`config.mk`:
```
export PLATFORM = sky130hd
export DESIGN_NAME = drive_top
export DESIGN_NICKNAME = d
export VERILOG_FILES = /design/src/rtl/drive_pkg.sv /design/src/rtl/apb_regs.sv /design/src/rtl/drive_sequencer.sv /design/src/rtl/drive_top.sv /design/src/rtl/intensity_encoder.sv /design/src/rtl/period_timer.sv /design/src/rtl/pwm_bank.sv
export SDC_FILE = /design/constraint.sdc
export NUM_CORES = 1
export LEC_CHECK = 0
export ABC_AREA = 1
export BUFFER_PORTS_ARGS = -buffer_cell sky130_fd_sc_hd__clkbuf_2
export CORE_MARGIN = 1
export CORE_UTILIZATION = 35
export DETAILED_ROUTE_END_ITERATION = 10
export PLACE_DENSITY = 0.58
export SLEW_MARGIN = 25
export SYNTH_ARGS = -nofsm -noshare
export SYNTH_HDL_FRONTEND = slang
export SYNTH_SLANG_ARGS = --single-unit
```
`constraint.sdc`:
```
create_clock -name clk -period 6.3 [get_ports clk]
set_input_delay 1.26 -clock clk [delete_from_list [all_inputs] [get_ports clk]]
set_output_delay 1.26 -clock clk [all_outputs]
set_load 0.02 [all_outputs]
```
`src/rtl/drive_pkg.sv`:
```
package drive_pkg;

  // ~~~~~~~~~~~~~~~~~~~~~~~~~~~~~~
  // datapath widths and timing
  // ~~~~~~~~~~~~~~~~~~~~~~~~~~~~~~

  // counter, intensity, phase and pulse width share one width.
  localparam int cnt_w = 8;
  // one carrier period in clock cycles.
  localparam int period_len = 256;

  // ~~~~~~~~~~~~~~~~~~~~~~~~~~~~~~
  // apb register map
  // ~~~~~~~~~~~~~~~~~~~~~~~~~~~~~~

  localparam int addr_w = 12;
  // bit 0 is the output enable.
  localparam logic [addr_w-1:0] reg_ctrl = 12'h000;
  // bits 7:0 hold the modulation value.
  localparam logic [addr_w-1:0] reg_mod = 12'h004;
  // channel i at base + 4*i, phase in 15:8, intensity in 7:0.
  localparam logic [addr_w-1:0] reg_table_base = 12'h100;

  // channel index width, at least one bit even for a single channel.
  function automatic int clog2_min1(input int n);
    int w;
    w = $clog2(n);
    return (w < 1) ? 1 : w;
  endfunction

endpackage

```
`src/rtl/apb_regs.sv`:
```
`timescale 1ns/1ps
module apb_regs #(
  parameter int DEPTH = 8
) (
  input  logic                                     clk,
  input  logic                                     arst_n,
  input  logic                                     psel,
  input  logic                                     penable,
  input  logic                                     pwrite,
  input  logic [drive_pkg::addr_w-1:0]             paddr,
  input  logic [31:0]                              pwdata,
  output logic [31:0]                              prdata,
  output logic                                     pready,
  output logic                                     pslverr,
  output logic                                     enable,
  output logic [drive_pkg::cnt_w-1:0]              mod_value,
  output logic                                     tbl_we,
  output logic [drive_pkg::clog2_min1(DEPTH)-1:0]  tbl_idx,
  output logic [15:0]                              tbl_data
);

  import drive_pkg::*;

  localparam int chan_w = clog2_min1(DEPTH);

  logic              access;
  logic              wr_acc;
  logic              hit_ctrl;
  logic              hit_mod;
  logic              hit_tbl;
  logic [addr_w-1:0] tbl_off;
  logic [addr_w-3:0] tbl_word;

  assign access = psel && penable;
  assign wr_acc = access && pwrite;

  // address decode.
  assign hit_ctrl = (paddr == reg_ctrl);
  assign hit_mod  = (paddr == reg_mod);
  assign tbl_off  = paddr - reg_table_base;
  assign tbl_word = tbl_off[addr_w-1:2];
  assign hit_tbl  = (paddr >= reg_table_base) && (tbl_off[1:0] == 2'b00) &&
                    (int'(tbl_word) < DEPTH);

  // no wait states, every access completes in its access phase.
  assign pready  = 1'b1;
  assign pslverr = access && !(hit_ctrl || hit_mod || hit_tbl);

  // table is write only, so its window reads as zero.
  always_comb begin
    prdata = '0;
    if (hit_ctrl) begin
      prdata[0] = enable;
    end else if (hit_mod) begin
      prdata[cnt_w-1:0] = mod_value;
    end
  end

  always_ff @(posedge clk or negedge arst_n) begin
    if (!arst_n) begin
      enable    <= 1'b0;
      mod_value <= '0;
    end else if (wr_acc) begin
      if (hit_ctrl) begin
        enable <= pwdata[0];
      end
      if (hit_mod) begin
        mod_value <= pwdata[cnt_w-1:0];
      end
    end
  end

  // table writes leave as a single-cycle strobe.
  assign tbl_we   = wr_acc && hit_tbl;
  assign tbl_idx  = tbl_word[chan_w-1:0];
  assign tbl_data = pwdata[15:0];

endmodule

```
`src/rtl/drive_sequencer.sv`:
```
`timescale 1ns/1ps
module drive_sequencer #(
  parameter int DEPTH = 8
) (
  input  logic                                     clk,
  input  logic                                     arst_n,
  input  logic                                     update,
  input  logic                                     tbl_we,
  input  logic [drive_pkg::clog2_min1(DEPTH)-1:0]  tbl_idx,
  input  logic [15:0]                              tbl_data,
  output logic                                     seq_valid,
  output logic [drive_pkg::clog2_min1(DEPTH)-1:0]  seq_idx,
  output logic [drive_pkg::cnt_w-1:0]              seq_int,
  output logic [drive_pkg::cnt_w-1:0]              seq_phase
);

  import drive_pkg::*;

  localparam int chan_w = clog2_min1(DEPTH);
  localparam logic [chan_w-1:0] last_idx = chan_w'(DEPTH - 1);

  // one word per channel, phase high and intensity low.
  logic [15:0] tbl_mem [DEPTH];

  always_ff @(posedge clk or negedge arst_n) begin
    if (!arst_n) begin
      for (int i = 0; i < DEPTH; i++) begin
        tbl_mem[i] <= '0;
      end
    end else if (tbl_we) begin
      tbl_mem[tbl_idx] <= tbl_data;
    end
  end

  // ~~~~~~~~~~~~~~~~~~~~~~~~~~~~~~
  // stream walker
  // ~~~~~~~~~~~~~~~~~~~~~~~~~~~~~~

  // entry 0 is presented the cycle after update, then one per cycle.
  always_ff @(posedge clk or negedge arst_n) begin
    if (!arst_n) begin
      seq_valid <= 1'b0;
      seq_idx   <= '0;
    end else if (update) begin
      seq_valid <= 1'b1;
      seq_idx   <= '0;
    end else if (seq_valid && (seq_idx != last_idx)) begin
      seq_idx <= seq_idx + 1'b1;
    end else begin
      seq_valid <= 1'b0;
    end
  end

  assign seq_int   = tbl_mem[seq_idx][cnt_w-1:0];
  assign seq_phase = tbl_mem[seq_idx][15:cnt_w];

endmodule

```
`src/rtl/drive_top.sv`:
```
`timescale 1ns/1ps
module drive_top #(
  parameter int DEPTH = 8
) (
  input  logic                        clk,
  input  logic                        arst_n,
  input  logic                        psel,
  input  logic                        penable,
  input  logic                        pwrite,
  input  logic [drive_pkg::addr_w-1:0] paddr,
  input  logic [31:0]                 pwdata,
  output logic [31:0]                 prdata,
  output logic                        pready,
  output logic                        pslverr,
  output logic [DEPTH-1:0]            pwm_out,
  output logic [drive_pkg::cnt_w-1:0] cycle_cnt
);

  import drive_pkg::*;

  localparam int chan_w = clog2_min1(DEPTH);

  logic              enable;
  logic [cnt_w-1:0]  mod_value;
  logic              tbl_we;
  logic [chan_w-1:0] tbl_idx;
  logic [15:0]       tbl_data;

  logic              update;

  logic              seq_valid;
  logic [chan_w-1:0] seq_idx;
  logic [cnt_w-1:0]  seq_int;
  logic [cnt_w-1:0]  seq_phase;

  logic              enc_valid;
  logic [chan_w-1:0] enc_idx;
  logic [cnt_w-1:0]  enc_width;
  logic [cnt_w-1:0]  enc_phase;

  // ~~~~~~~~~~~~~~~~~~~~~~~~~~~~~~
  // host side
  // ~~~~~~~~~~~~~~~~~~~~~~~~~~~~~~

  apb_regs #(
    .DEPTH(DEPTH)
  ) apb_regs (
    .clk      (clk),
    .arst_n   (arst_n),
    .psel     (psel),
    .penable  (penable),
    .pwrite   (pwrite),
    .paddr    (paddr),
    .pwdata   (pwdata),
    .prdata   (prdata),
    .pready   (pready),
    .pslverr  (pslverr),
    .enable   (enable),
    .mod_value(mod_value),
    .tbl_we   (tbl_we),
    .tbl_idx  (tbl_idx),
    .tbl_data (tbl_data)
  );

  // ~~~~~~~~~~~~~~~~~~~~~~~~~~~~~~
  // per-period processing
  // ~~~~~~~~~~~~~~~~~~~~~~~~~~~~~~

  period_timer period_timer (
    .clk   (clk),
    .arst_n(arst_n),
    .cnt   (cycle_cnt),
    .update(update)
  );

  drive_sequencer #(
    .DEPTH(DEPTH)
  ) drive_sequencer (
    .clk      (clk),
    .arst_n   (arst_n),
    .update   (update),
    .tbl_we   (tbl_we),
    .tbl_idx  (tbl_idx),
    .tbl_data (tbl_data),
    .seq_valid(seq_valid),
    .seq_idx  (seq_idx),
    .seq_int  (seq_int),
    .seq_phase(seq_phase)
  );

  intensity_encoder #(
    .IDX_W(chan_w)
  ) intensity_encoder (
    .clk      (clk),
    .arst_n   (arst_n),
    .mod_value(mod_value),
    .seq_valid(seq_valid),
    .seq_idx  (seq_idx),
    .seq_int  (seq_int),
    .seq_phase(seq_phase),
    .enc_valid(enc_valid),
    .enc_idx  (enc_idx),
    .enc_width(enc_width),
    .enc_phase(enc_phase)
  );

  // output side.
  pwm_bank #(
    .DEPTH(DEPTH)
  ) pwm_bank (
    .clk      (clk),
    .arst_n   (arst_n),
    .enable   (enable),
    .cnt      (cycle_cnt),
    .update   (update),
    .enc_valid(enc_valid),
    .enc_idx  (enc_idx),
    .enc_width(enc_width),
    .enc_phase(enc_phase),
    .pwm_out  (pwm_out)
  );

endmodule

```
`src/rtl/intensity_encoder.sv`:
```
`timescale 1ns/1ps
module intensity_encoder #(
  parameter int IDX_W = 3
) (
  input  logic                        clk,
  input  logic                        arst_n,
  input  logic [drive_pkg::cnt_w-1:0] mod_value,
  input  logic                        seq_valid,
  input  logic [IDX_W-1:0]            seq_idx,
  input  logic [drive_pkg::cnt_w-1:0] seq_int,
  input  logic [drive_pkg::cnt_w-1:0] seq_phase,
  output logic                        enc_valid,
  output logic [IDX_W-1:0]            enc_idx,
  output logic [drive_pkg::cnt_w-1:0] enc_width,
  output logic [drive_pkg::cnt_w-1:0] enc_phase
);

  import drive_pkg::*;

  logic [2*cnt_w-1:0] product;
  logic               s1_valid;
  logic [IDX_W-1:0]   s1_idx;
  logic [cnt_w-1:0]   s1_scaled;
  logic [cnt_w-1:0]   s1_phase;

  // intensity * mod / 256 keeps the upper byte of the product.
  assign product = seq_int * mod_value;

  always_ff @(posedge clk or negedge arst_n) begin
    if (!arst_n) begin
      s1_valid  <= 1'b0;
      enc_valid <= 1'b0;
    end else begin
      s1_valid  <= seq_valid;
      enc_valid <= s1_valid;
    end
  end

  // stage 1 scales and stage 2 halves into a pulse width.
  always_ff @(posedge clk or negedge arst_n) begin
    if (!arst_n) begin
      s1_scaled <= '0;
      s1_idx    <= '0;
      s1_phase  <= '0;
      enc_width <= '0;
      enc_idx   <= '0;
      enc_phase <= '0;
    end else begin
      s1_scaled <= product[2*cnt_w-1:cnt_w];
      s1_idx    <= seq_idx;
      s1_phase  <= seq_phase;
      enc_width <= s1_scaled >> 1;
      enc_idx   <= s1_idx;
      enc_phase <= s1_phase;
    end
  end

endmodule

```
`src/rtl/period_timer.sv`:
```
`timescale 1ns/1ps
module period_timer (
  input  logic                        clk,
  input  logic                        arst_n,
  output logic [drive_pkg::cnt_w-1:0] cnt,
  output logic                        update
);

  import drive_pkg::*;

  // count value one cycle before the last of the period.
  localparam logic [cnt_w-1:0] pre_last = cnt_w'(period_len - 2);

  // free-running wrap counter.
  always_ff @(posedge clk or negedge arst_n) begin
    if (!arst_n) begin
      cnt <= '0;
    end else begin
      cnt <= cnt + 1'b1;
    end
  end

  // registered so update lines up with cnt == 255.
  always_ff @(posedge clk or negedge arst_n) begin
    if (!arst_n) begin
      update <= 1'b0;
    end else begin
      update <= (cnt == pre_last);
    end
  end

endmodule

```
`src/rtl/pwm_bank.sv`:
```
`timescale 1ns/1ps
module pwm_bank #(
  parameter int DEPTH = 8
) (
  input  logic                                     clk,
  input  logic                                     arst_n,
  input  logic                                     enable,
  input  logic [drive_pkg::cnt_w-1:0]              cnt,
  input  logic                                     update,
  input  logic                                     enc_valid,
  input  logic [drive_pkg::clog2_min1(DEPTH)-1:0]  enc_idx,
  input  logic [drive_pkg::cnt_w-1:0]              enc_width,
  input  logic [drive_pkg::cnt_w-1:0]              enc_phase,
  output logic [DEPTH-1:0]                         pwm_out
);

  import drive_pkg::*;

  logic [cnt_w-1:0] shadow_width [DEPTH];
  logic [cnt_w-1:0] shadow_phase [DEPTH];
  logic [cnt_w-1:0] active_width [DEPTH];
  logic [cnt_w-1:0] active_phase [DEPTH];
  logic [cnt_w-1:0] offs         [DEPTH];

  // shadow side fills from the encoder stream.
  always_ff @(posedge clk or negedge arst_n) begin
    if (!arst_n) begin
      for (int i = 0; i < DEPTH; i++) begin
        shadow_width[i] <= '0;
        shadow_phase[i] <= '0;
      end
    end else if (enc_valid) begin
      shadow_width[enc_idx] <= enc_width;
      shadow_phase[enc_idx] <= enc_phase;
    end
  end

  // active side only changes at a period boundary.
  always_ff @(posedge clk or negedge arst_n) begin
    if (!arst_n) begin
      for (int i = 0; i < DEPTH; i++) begin
        active_width[i] <= '0;
        active_phase[i] <= '0;
      end
    end else if (update) begin
      for (int i = 0; i < DEPTH; i++) begin
        active_width[i] <= shadow_width[i];
        active_phase[i] <= shadow_phase[i];
      end
    end
  end

  // ~~~~~~~~~~~~~~~~~~~~~~~~~~~~~~
  // phase-shifted compare
  // ~~~~~~~~~~~~~~~~~~~~~~~~~~~~~~

  // wraps modulo 256 by width.
  always_comb begin
    for (int i = 0; i < DEPTH; i++) begin
      offs[i] = cnt - active_phase[i];
    end
  end

  always_ff @(posedge clk or negedge arst_n) begin
    if (!arst_n) begin
      pwm_out <= '0;
    end else begin
      for (int i = 0; i < DEPTH; i++) begin
        pwm_out[i] <= enable && (offs[i] < active_width[i]);
      end
    end
  end

endmodule

```
; ---- Yosys cells after proc, flatten, opt, wreduce, memory -nomap -nowiden
; Cells that the tools add are included.
[op_classes]
n_addsub = 11
n_mul = 1
order_cmp = 15
eq_ne = 4
muxes = 17
bitwise = 3
reduce_logical = 25
[op_table]
columns = operator, n
row1 = $bwmux 128, 1
row2 = $bwmux 64, 2
row3 = $lt 8x8->1, 8
row4 = $sub 8x8->8, 8
row5 = $bmux 16 s3, 1
row6 = $demux 16 s3, 1
row7 = $mux 16, 3
row8 = $demux 8 s3, 1
row9 = $logic_and 1x1->1, 17
row10 = $mul 8x8->16, 1
row11 = $mux 8, 2
row12 = $eq 12x3->1 const B, 1
row13 = $ge 12x9->1 const B, 1
row14 = $ge 4x4->1 const B, 3
row15 = $logic_not 12->1, 1
row16 = $not 3->4, 3
row17 = $sub 12x9->12 const B, 1
row18 = $lt 10x4->1 const B, 1
row19 = $add 8x1->8 const B, 1
row20 = $eq 8x8->1 const B, 1
row21 = $lt 4x1->1 const B, 2
row22 = $mux 7, 1
row23 = $mux 3, 2
row24 = $reduce_and 2->1, 2
row25 = other kinds (8), 11
[word_totals]
register_bits = 453
in_bits = 49
output_inout_bits = 50
elab_cells = 131

; ---- Depth between registers and ports, before layout
; Gate-level depths: netlist of the first run.
[logic_depth]
depth_word = 7
depth_mapped = 25
ltp_nobuf = 24

; ---- By module
; A second synthesis of the first run with hierarchy kept.
[hier_totals]
cells_unflattened = 3042
area_unflattened_um2 = 24681.2
[modules_own_cells]
columns = module, instances, cells_per_inst, area_per_inst_um2, seq_area_each_um2
row1 = pwm_bank, 1, 1610, 13713.2, 6606.3
row2 = drive_sequencer, 1, 883, 6452.4, 3303.2
row3 = intensity_encoder, 1, 372, 3183.1, 950.9
row4 = apb_regs, 1, 134, 922.1, 225.2
row5 = period_timer, 1, 43, 410.4, 225.2

; ---- Worst setup path before layout of the first run
; No wires, ideal clock.
[synth_path]
path_kind = reg-to-reg
from = register drive_sequencer.seq_idx[0] (netlist name)
to = register intensity_encoder.s1_scaled[7]
setup_ns = 0.116
arrival_time_ns = 4.540
required_time_ns = 6.184
setup_slack_ns = 1.644
path_stages_with_launch = 21
path_buffers = 3
period_less_slack_ns = 4.656
path_cell_list = dfrtp_1 > buf_4 > buf_2 > buf_2 > nor2_1 > o221ai_1 > o21ai_1 > nor2_1 > fa_1 > fa_1 > fa_1 > inv_1 > fa_1 > inv_1 > ha_1 > a31oi_1 > o21ai_0 > a21oi_1 > nand2_1 > nand2_1 > nand2_1
[synth_via]
elab_chain_len = 5
[synth_rtl]
columns = element, line
row1 = start: declaration, drive_sequencer.sv:12  ; output logic [drive_pkg::clog2_min1(DEPTH)-1:0] seq_idx,
row2 = start signal: assignment, drive_sequencer.sv:48  ; seq_idx <= seq_idx + 1'b1;
row3 = $not 3->4 (implied by the code), drive_sequencer.sv:54  ; assign seq_int = tbl_mem[seq_idx][cnt_w-1:0];
row4 = $bmux 16 s3, drive_sequencer.sv:54
row5 = $mux 16 (implied by the code) (2 in series), drive_sequencer.sv:54
row6 = $mul 8x8->16, intensity_encoder.sv:27  ; assign product = seq_int * mod_value;
row7 = named net intensity_encoder.product[15], intensity_encoder.sv:20  ; logic [2*cnt_w-1:0] product;
row8 = end signal: assignment, intensity_encoder.sv:49  ; s1_scaled <= product[2*cnt_w-1:cnt_w];
row9 = end: declaration, intensity_encoder.sv:23  ; logic [cnt_w-1:0] s1_scaled;
; The timed path passes the listed nets, and every way through them passes these cells. The select of a mux whose other input is x is not followed.
; A chain may end at the register's enable or synchronous reset.

; ---- Final worst setup path of the first run
[layout_path]
from = register drive_sequencer.seq_idx[1] (netlist name)
to = register intensity_encoder.s1_scaled[7]
; The elaborated chain is that of the path after synthesis.

==> results.tsv, run 1 <==
metric	value	unit
Die Wd	255	um
Sw Ratio	21.1	%
Final ANT Viol Nets	0	
hpwl dp	33.1	mm
Ant. Diodes	0	
r2r setup slk	0.97	ns
Crit path buffers/inverters	4	
Num CTS Buffers	46	
Crit path max-delay family	adder cells	
Final Hold Vio Count	0	
Internal	4.56	mW
ys async rst share	100	%
sequential share of the synthesized area	48.8	%
Mapped Avg Cell Area	8.93	um2
Die Ht	255	um
vias in the first global route	16500	
number of antenna violations at the first check in global routing	0	
status	finished, final reports clean	
PortBufs	57	
Clock Skew	0.0129	ns
CP Data Required Time	6.77	ns
yosys warns	0	
via count	16400	
Core Util, Final	39.4	%
worst ir drop on vdd	0.154	mV
sequential share of power	48.5	%
CTS tree	done	
Remaining DRCs	0	
Final min period	5.33	ns
CP max stage cell	inv_1	
Layout area overhead	11.0	%
Ports	99	
Static Leakage	12.0	nW
crit end category	register	
row count	92	
GRT Resource Usage Total	16.7	%
initial DRC count	1177	
Slew headroom	34.4	%
Placer Congestion	0.829	
Worst-path clk slew	0.06	ns
startpoint types	register	
final wirelength	51.7	mm
Clock Power Share	49.6	%
layout cell share with drive strength beyond 1	8.05	%
number of max-cap violations	0	
setup TNS	0	ns
Starting Density	35.5	%
Synth Cell Area	22400	um2
most used cell along the critical path	nand2_1	
Worst-Margin Slew	0.981	ns
CP Cell Sequence	inv_1 > o21ai_0 > o22ai_1 > nand2_1 > nand2_1 > inv_1 > nor2_1 > fa_1 > fa_1 > fa_1 > inv_1 > fa_1 > inv_1 > ha_1 > a21o_1 > a31oi_1 > o21ai_0 > a21oi_1 > nand2_1 > nand2_1 > nand2_1	
nets	2758	
Seq cells post-synth	436	
Synth Flop Type	dfrtp_1	
Clock Tree Root	clkbuf_16	
die area	64900	um2
Setup-failing EPs final	0	
vias per cell	4.82	
Sink Count	436	
core footprint	63100	um2
CTS max path bufs	3	
switching pwr	1.22	mW
crit path max fanout	23	
H-tree Lvls	2	
max-slew violation count	0	
PwrDens	233	nW/um2
Distinct cells, synth	44	
min-delay worst type	register to register	
Detailed Routing Iterations Pass 1	5	
Critical Path AT	5.80	ns
clk_lat worst skew	0.58	ns
pin count of the biggest net entering global routing	130	
CP Class	register to register	
Post-synth EDFFs	0	
first-pass GRT wire length	86.2	mm
Worst path max stage delay	0.60	ns
Final period util	84.6	%
Cells after Synth	2504	
WL/cell	15.2	um
RSZ-0062 raised after global routing	false	
post-cts sizing count	0	
postcts setup bufs	0	
combinational share of power	1.9	%
GRT overflow	0	
CTS Hold Bufs	0	
fmax	0.188	GHz
-- metal layers --
layer / global-route usage [%] / part of all wire [%] / wire length, um
met4: 5.27 / 2.5 / 1300
met1: 23.0 / 48 / 24800
met3: 2.14 / 3.9 / 2020
met5: 0 / 0 / 0
met2: 27.1 / 46 / 23600
-- through the flow --
step | instance area [um2] | setup slack [ns] | cells | power [mW] | hold WS (ns)
5_1_grt | 24800 | 0.584 | 3406 | 5.99 | 0.353
6_report | 24800 | 0.970 | 3406 | 5.78 | 0.346
3_5_place_dp | 23200 | 1.03 | 3323 | 2.97 | 0.335
3_3_place_gp | 23200 | 0.959 | 3323 | 2.97 | 0.334
4_1_cts | 24800 | 0.999 | 3406 | 5.86 | 0.348
2_1_floorplan | 22500 | 1.64 | 2527 | 2.90 | 0.331
-- worst paths after layout --
path / startpoint / end / cells after the start
setup reg to reg: drive_sequencer.seq_idx[1]$_DFFE_PN0P_ / intensity_encoder.s1_scaled[7]$_DFF_PN0_ / 21
min in group asynchronous: arst_n / pwm_bank.pwm_out[4]$_DFF_PN0_ / 1
setup / recovery: drive_sequencer.seq_idx[1]$_DFFE_PN0P_ / intensity_encoder.s1_scaled[7]$_DFF_PN0_ / 21
hold / removal: intensity_encoder.s1_idx[2]$_DFF_PN0_ / intensity_encoder.enc_idx[2]$_DFF_PN0_ / 0
hold reg to reg: intensity_encoder.s1_idx[2]$_DFF_PN0_ / intensity_encoder.enc_idx[2]$_DFF_PN0_ / 0
max in group asynchronous: arst_n / period_timer.update$_DFF_PN0_ / 2
-- worst reg2reg max path: stages, from the launching register on --
cell and delay [ns]:
dfrtp_1 0.37, inv_1 0.60, o21ai_0 0.21, o22ai_1 0.17, nand2_1 0.08, nand2_1 0.17, inv_1 0.17, nor2_1 0.17
fa_1 0.44, fa_1 0.52, fa_1 0.54, inv_1 0.05, fa_1 0.41, inv_1 0.06, ha_1 0.29, a21o_1 0.21
a31oi_1 0.27, o21ai_0 0.14, a21oi_1 0.17, nand2_1 0.07, nand2_1 0.05, nand2_1 0.04
-- cell usage after synthesis, drive strengths merged (31+ instances only) --
| library cell | n | share of area, % |
|---|---|---|
| nand2 | 575 | 9.9 |
| dfrtp | 436 | 49 |
| o21ai | 428 | 10 |
| inv | 276 | 4.6 |
| nor2 | 188 | 3.3 |
| ha | 141 | 7.9 |
| a21oi | 93 | 2.1 |
| buf | 68 | 2.4 |
| clkbuf | 56 | 0.95 |
| nand3 | 56 | 1.3 |
| fa | 43 | 3.8 |
| xor2 | 31 | 1.2 |
-- flip-flops by register name (all words and copies together), names as in the netlist, 8 cells and up --
| name | flops |
|---|---|
| pwm_bank.active_phase | 64 |
| intensity_encoder.enc_phase | 8 |
| pwm_bank.shadow_width | 56 |
| pwm_bank.shadow_phase | 64 |
| intensity_encoder.s1_phase | 8 |
| apb_regs.mod_value | 8 |
| pwm_bank.pwm_out | 8 |
| period_timer.cnt | 8 |
| pwm_bank.active_width | 56 |
| drive_sequencer.tbl_mem | 128 |
-- cell usage in the layout, fill, tap and decap left out, types with 31 or more instances in the layout --
cell,count
nand2_1,566
dfrtp_1,434
o21ai_0,312
inv_1,274
nor2_1,184
ha_1,141
a21oi_1,93
o21ai_1,78
clkbuf_2,56
nand3_1,55
clkbuf_16,49
fa_1,43
o21ai_2,38
xor2_1,31
-- area by class of cell --
type | count | area, um2
clock inverter | 16 | 238
timing repair buffer | 74 | 448
inverter | 280 | 1050
sequential | 436 | 10900
multi-input combinational | 1687 | 9770
clock buffer | 67 | 1360
tap | 846 | 1060
fill | 6398 | 38200
-- logic make-up (layout without fill, tap and decap cells) --
family | count (synthesis) | count (layout) | share of synthesized area (%)
flops | 436 | 436 | 48.8
simple gates | 852 | 852 | 15.4
buf+inv | 404 | 437 | 8.04
xor+xnor | 59 | 59 | 2.31
other cells | 2 | 25 | 0.0336
fa+ha+maj | 184 | 184 | 11.7
compound gates | 567 | 567 | 13.7
-- power groups by stage --
stage          sequential [mW]  combinational (mW)  clock, mW
2_1_floorplan             2.85              0.0462          0
5_1_grt                   2.80               0.131       3.06
3_3_place_gp              2.85               0.114          0
6_report                  2.80               0.112       2.87
3_5_place_dp              2.85               0.117          0
4_1_cts                   2.80               0.117       2.95
Note: power is estimated with default switching activity, not from simulation.
==> run 2: changes to the inputs <==
PLACE_DENSITY = 0.6   (was 0.58)
clock period = 4.7 ns   (was 6.3 ns; I/O delays follow)
==> run 2 against run 1 <==
Net effect: register-to-register slack got worse by 0.82 ns; via count rose by 1.6%; sequential cell count did not move; largest cell class unchanged; worst setup slack got worse by 0.82 ns; critical endpoint is now intensity_encoder.s1_scaled[3]$_DFF_PN0_.
==> results.tsv, run 2 (same netlist as run 1, synthesis figures left out) <==
metric	value	unit	change
status	finished, final reports clean		unchanged
worst ir drop on vdd	0.211	mV	was 0.154 mV
CTS max path bufs	3		unchanged
Worst-path clk slew	0.06	ns	about the same
Die Ht	255	um	unchanged
Sink Count	436		unchanged
Core Util, Final	40.3	%	was 39.4%
clk_lat worst skew	0.56	ns	was 0.58 ns
row count	92		unchanged
final cell count without fillers	3451		was 3,406
CTS tree	done		unchanged
CTS Hold Bufs	0		unchanged
layout cell share with drive strength beyond 1	11.8	%	was 8.05%
first-pass GRT wire length	85.4	mm	was 86.2 mm
Worst-Margin Slew	0.993	ns	was 0.981 ns
most frequent cells in the layout	558 x nand2_1, 433 x dfrtp_1, 297 x o21ai_0		was 566 x nand2_1, 434 x dfrtp_1, 312 x o21ai_0
GRT Resource Usage Total	16.5	%	was 16.7%
PortBufs	57		unchanged
via count	16700		was 16,400
Worst path max stage delay	0.56	ns	was 0.60 ns
Clock Tree Root	clkbuf_16		unchanged
Slew headroom	33.7	%	was 34.4%
initial DRC count	1189		was 1,177
Reg with most FFs	drive_sequencer.tbl_mem		unchanged
H-tree Lvls	2		unchanged
Die Wd	255	um	unchanged
die area	64900	um2	unchanged
Setup-failing EPs final	0		unchanged
biggest regs	drive_sequencer.tbl_mem x128, pwm_bank.active_phase x64, pwm_bank.shadow_phase x64		unchanged
dpl cells	3354		was 3,323
vias per cell	4.83		was 4.82
Num CTS Buffers	45		was 46
gr busiest metal	met2		unchanged
max-slew violation count	0		unchanged
startpoint types	register		unchanged
met3 Usage GRT	2.12	%	was 2.14%
Final Hold Vio Count	0		unchanged
Final ANT Viol Nets	0		unchanged
CP Class	register to register		unchanged
Starting Density	35.5	%	unchanged
pin count of the biggest net entering global routing	150		was 130
WL/cell	15.2	um	about the same
Layout area overhead	13.8	%	was 11.0%
setup TNS	0	ns	unchanged
CP Cell Sequence	buf_6 > clkbuf_16 > o21ai_1 > o22ai_1 > o21ai_1 > buf_4 > nor2_2 > fa_1 > fa_1 > fa_1 > inv_2 > fa_2 > inv_2 > ha_4 > buf_4 > nand2_1 > nor2_1 > nand2_1 > nand3_1 > nand2_1		was inv_1 > o21ai_0 > o22ai_1 > nand2_1 > nand2_1 > inv_1 > nor2_1 > fa_1 > fa_1 > fa_1 > inv_1 > fa_1 > inv_1 > ha_1 > a21o_1 > a31oi_1 > o21ai_0 > a21oi_1 > nand2_1 > nand2_1 > nand2_1
Final period util	96.9	%	was 84.6%
vias in the first global route	16400		was 16,500
hpwl dp	34.0	mm	was 33.1 mm
PwrDens	296	nW/um2	was 233 nW/um2
final wirelength	52.5	mm	was 51.7 mm
number of flip-flops in the largest register	128		unchanged
min-delay worst type	register to register		unchanged
leading cell type in the layout, fill and taps excluded	nand2_1		unchanged
core footprint	63100	um2	unchanged
Final min period	4.55	ns	was 5.33 ns
Detailed Routing Iterations Pass 1	7		was 5
Clock Skew	0.0208	ns	was 0.0129 ns
nets	2801		was 2,758
grt met2 use	26.9	%	was 27.1%
Ports	99		unchanged
number of antenna violations at the first check in global routing	0		unchanged
met1 track demand over resource	22.9	%	was 23.0%
crit path max fanout	6		was 23
Remaining DRCs	0		unchanged
CP Data Required Time	5.14	ns	was 6.77 ns
GRT overflow	0		unchanged
CP max stage cell	fa_1		was inv_1
Static Leakage	12.2	nW	was 12.0 nW
number of max-cap violations	0		unchanged
crit end category	register		unchanged
Placer Congestion	0.826		was 0.829
Critical Path AT	4.99	ns	was 5.80 ns
fmax	0.220	GHz	was 0.188 GHz
-- run 2: final timing paths --
check                                                              start                                       end  slack, ns  depth (start not counted)
worst min register to register  intensity_encoder.s1_scaled[5]$_DFF_PN0_  intensity_encoder.enc_width[4]$_DFF_PN0_       0.35                          0
worst max register to register    drive_sequencer.seq_idx[0]$_DFFE_PN0P_  intensity_encoder.s1_scaled[3]$_DFF_PN0_       0.15                         20
worst max-delay path              drive_sequencer.seq_idx[0]$_DFFE_PN0P_  intensity_encoder.s1_scaled[3]$_DFF_PN0_       0.15                         20
min in group asynchronous                                         arst_n     pwm_bank.shadow_phase[46]$_DFFE_PN0P_       0.38                          1
worst min-delay path            intensity_encoder.s1_scaled[5]$_DFF_PN0_  intensity_encoder.enc_width[4]$_DFF_PN0_       0.35                          0
max in group asynchronous                                         arst_n      pwm_bank.active_phase[3]$_DFFE_PN0P_       3.23                          2
-- run 2: routing by layer --
metal	vias to the layer above	wire length, um
met2	342	24300
met4	0	1330
met1	8071	24600
met5	-	0
li1	8186	-
met3	86	2230
-- run 2: stage by stage --
step	hold WS, ns	power (mW)	area, um2	setup WS (ns)
floorplan	0.331	3.89	22500	0.0436
detailed placement	0.335	3.99	23500	0.0203
finish	0.345	7.52	25400	0.147
CTS	0.348	7.62	25000	0.00211
global placement	0.332	3.98	23500	0.0216
global route	0.356	7.79	25400	-0.0635
-- run 2: layout make-up --
| type | instances | area [um2] |
|---|---|---|
| antenna | 1 | 2.50 |
| clock buffer | 73 | 1440 |
| clock inverter | 10 | 81.3 |
| fill | 6266 | 37600 |
| inverter | 280 | 1060 |
| multi-input combinational | 1687 | 10000 |
| sequential | 436 | 10900 |
| tap | 846 | 1060 |
| timing repair buffer | 118 | 895 |
-- run 2: worst max-delay path: cells and delay by family (launching register included) --
family	cells	cell delay, ns
buffers and inverters	6	0.70
AOI/OAI and AO/OA	3	0.40
and+or+nand+nor	6	0.52
adders and majority gates	5	2.38
DFF	1	0.44
-- run 2: what timing repair did --
item	in CTS	in global routing
endpoints found under the hold margin	0	0
setup buffers	0	11
endpoints found under the setup margin	0	7
resized for setup	0	83
-- run 2: power breakdown --
group          internal (mW)  total [mW]  switching [mW]
registers               3.76        3.76        0.000890
clock network           2.15        3.61            1.46
logic                 0.0243       0.155           0.131
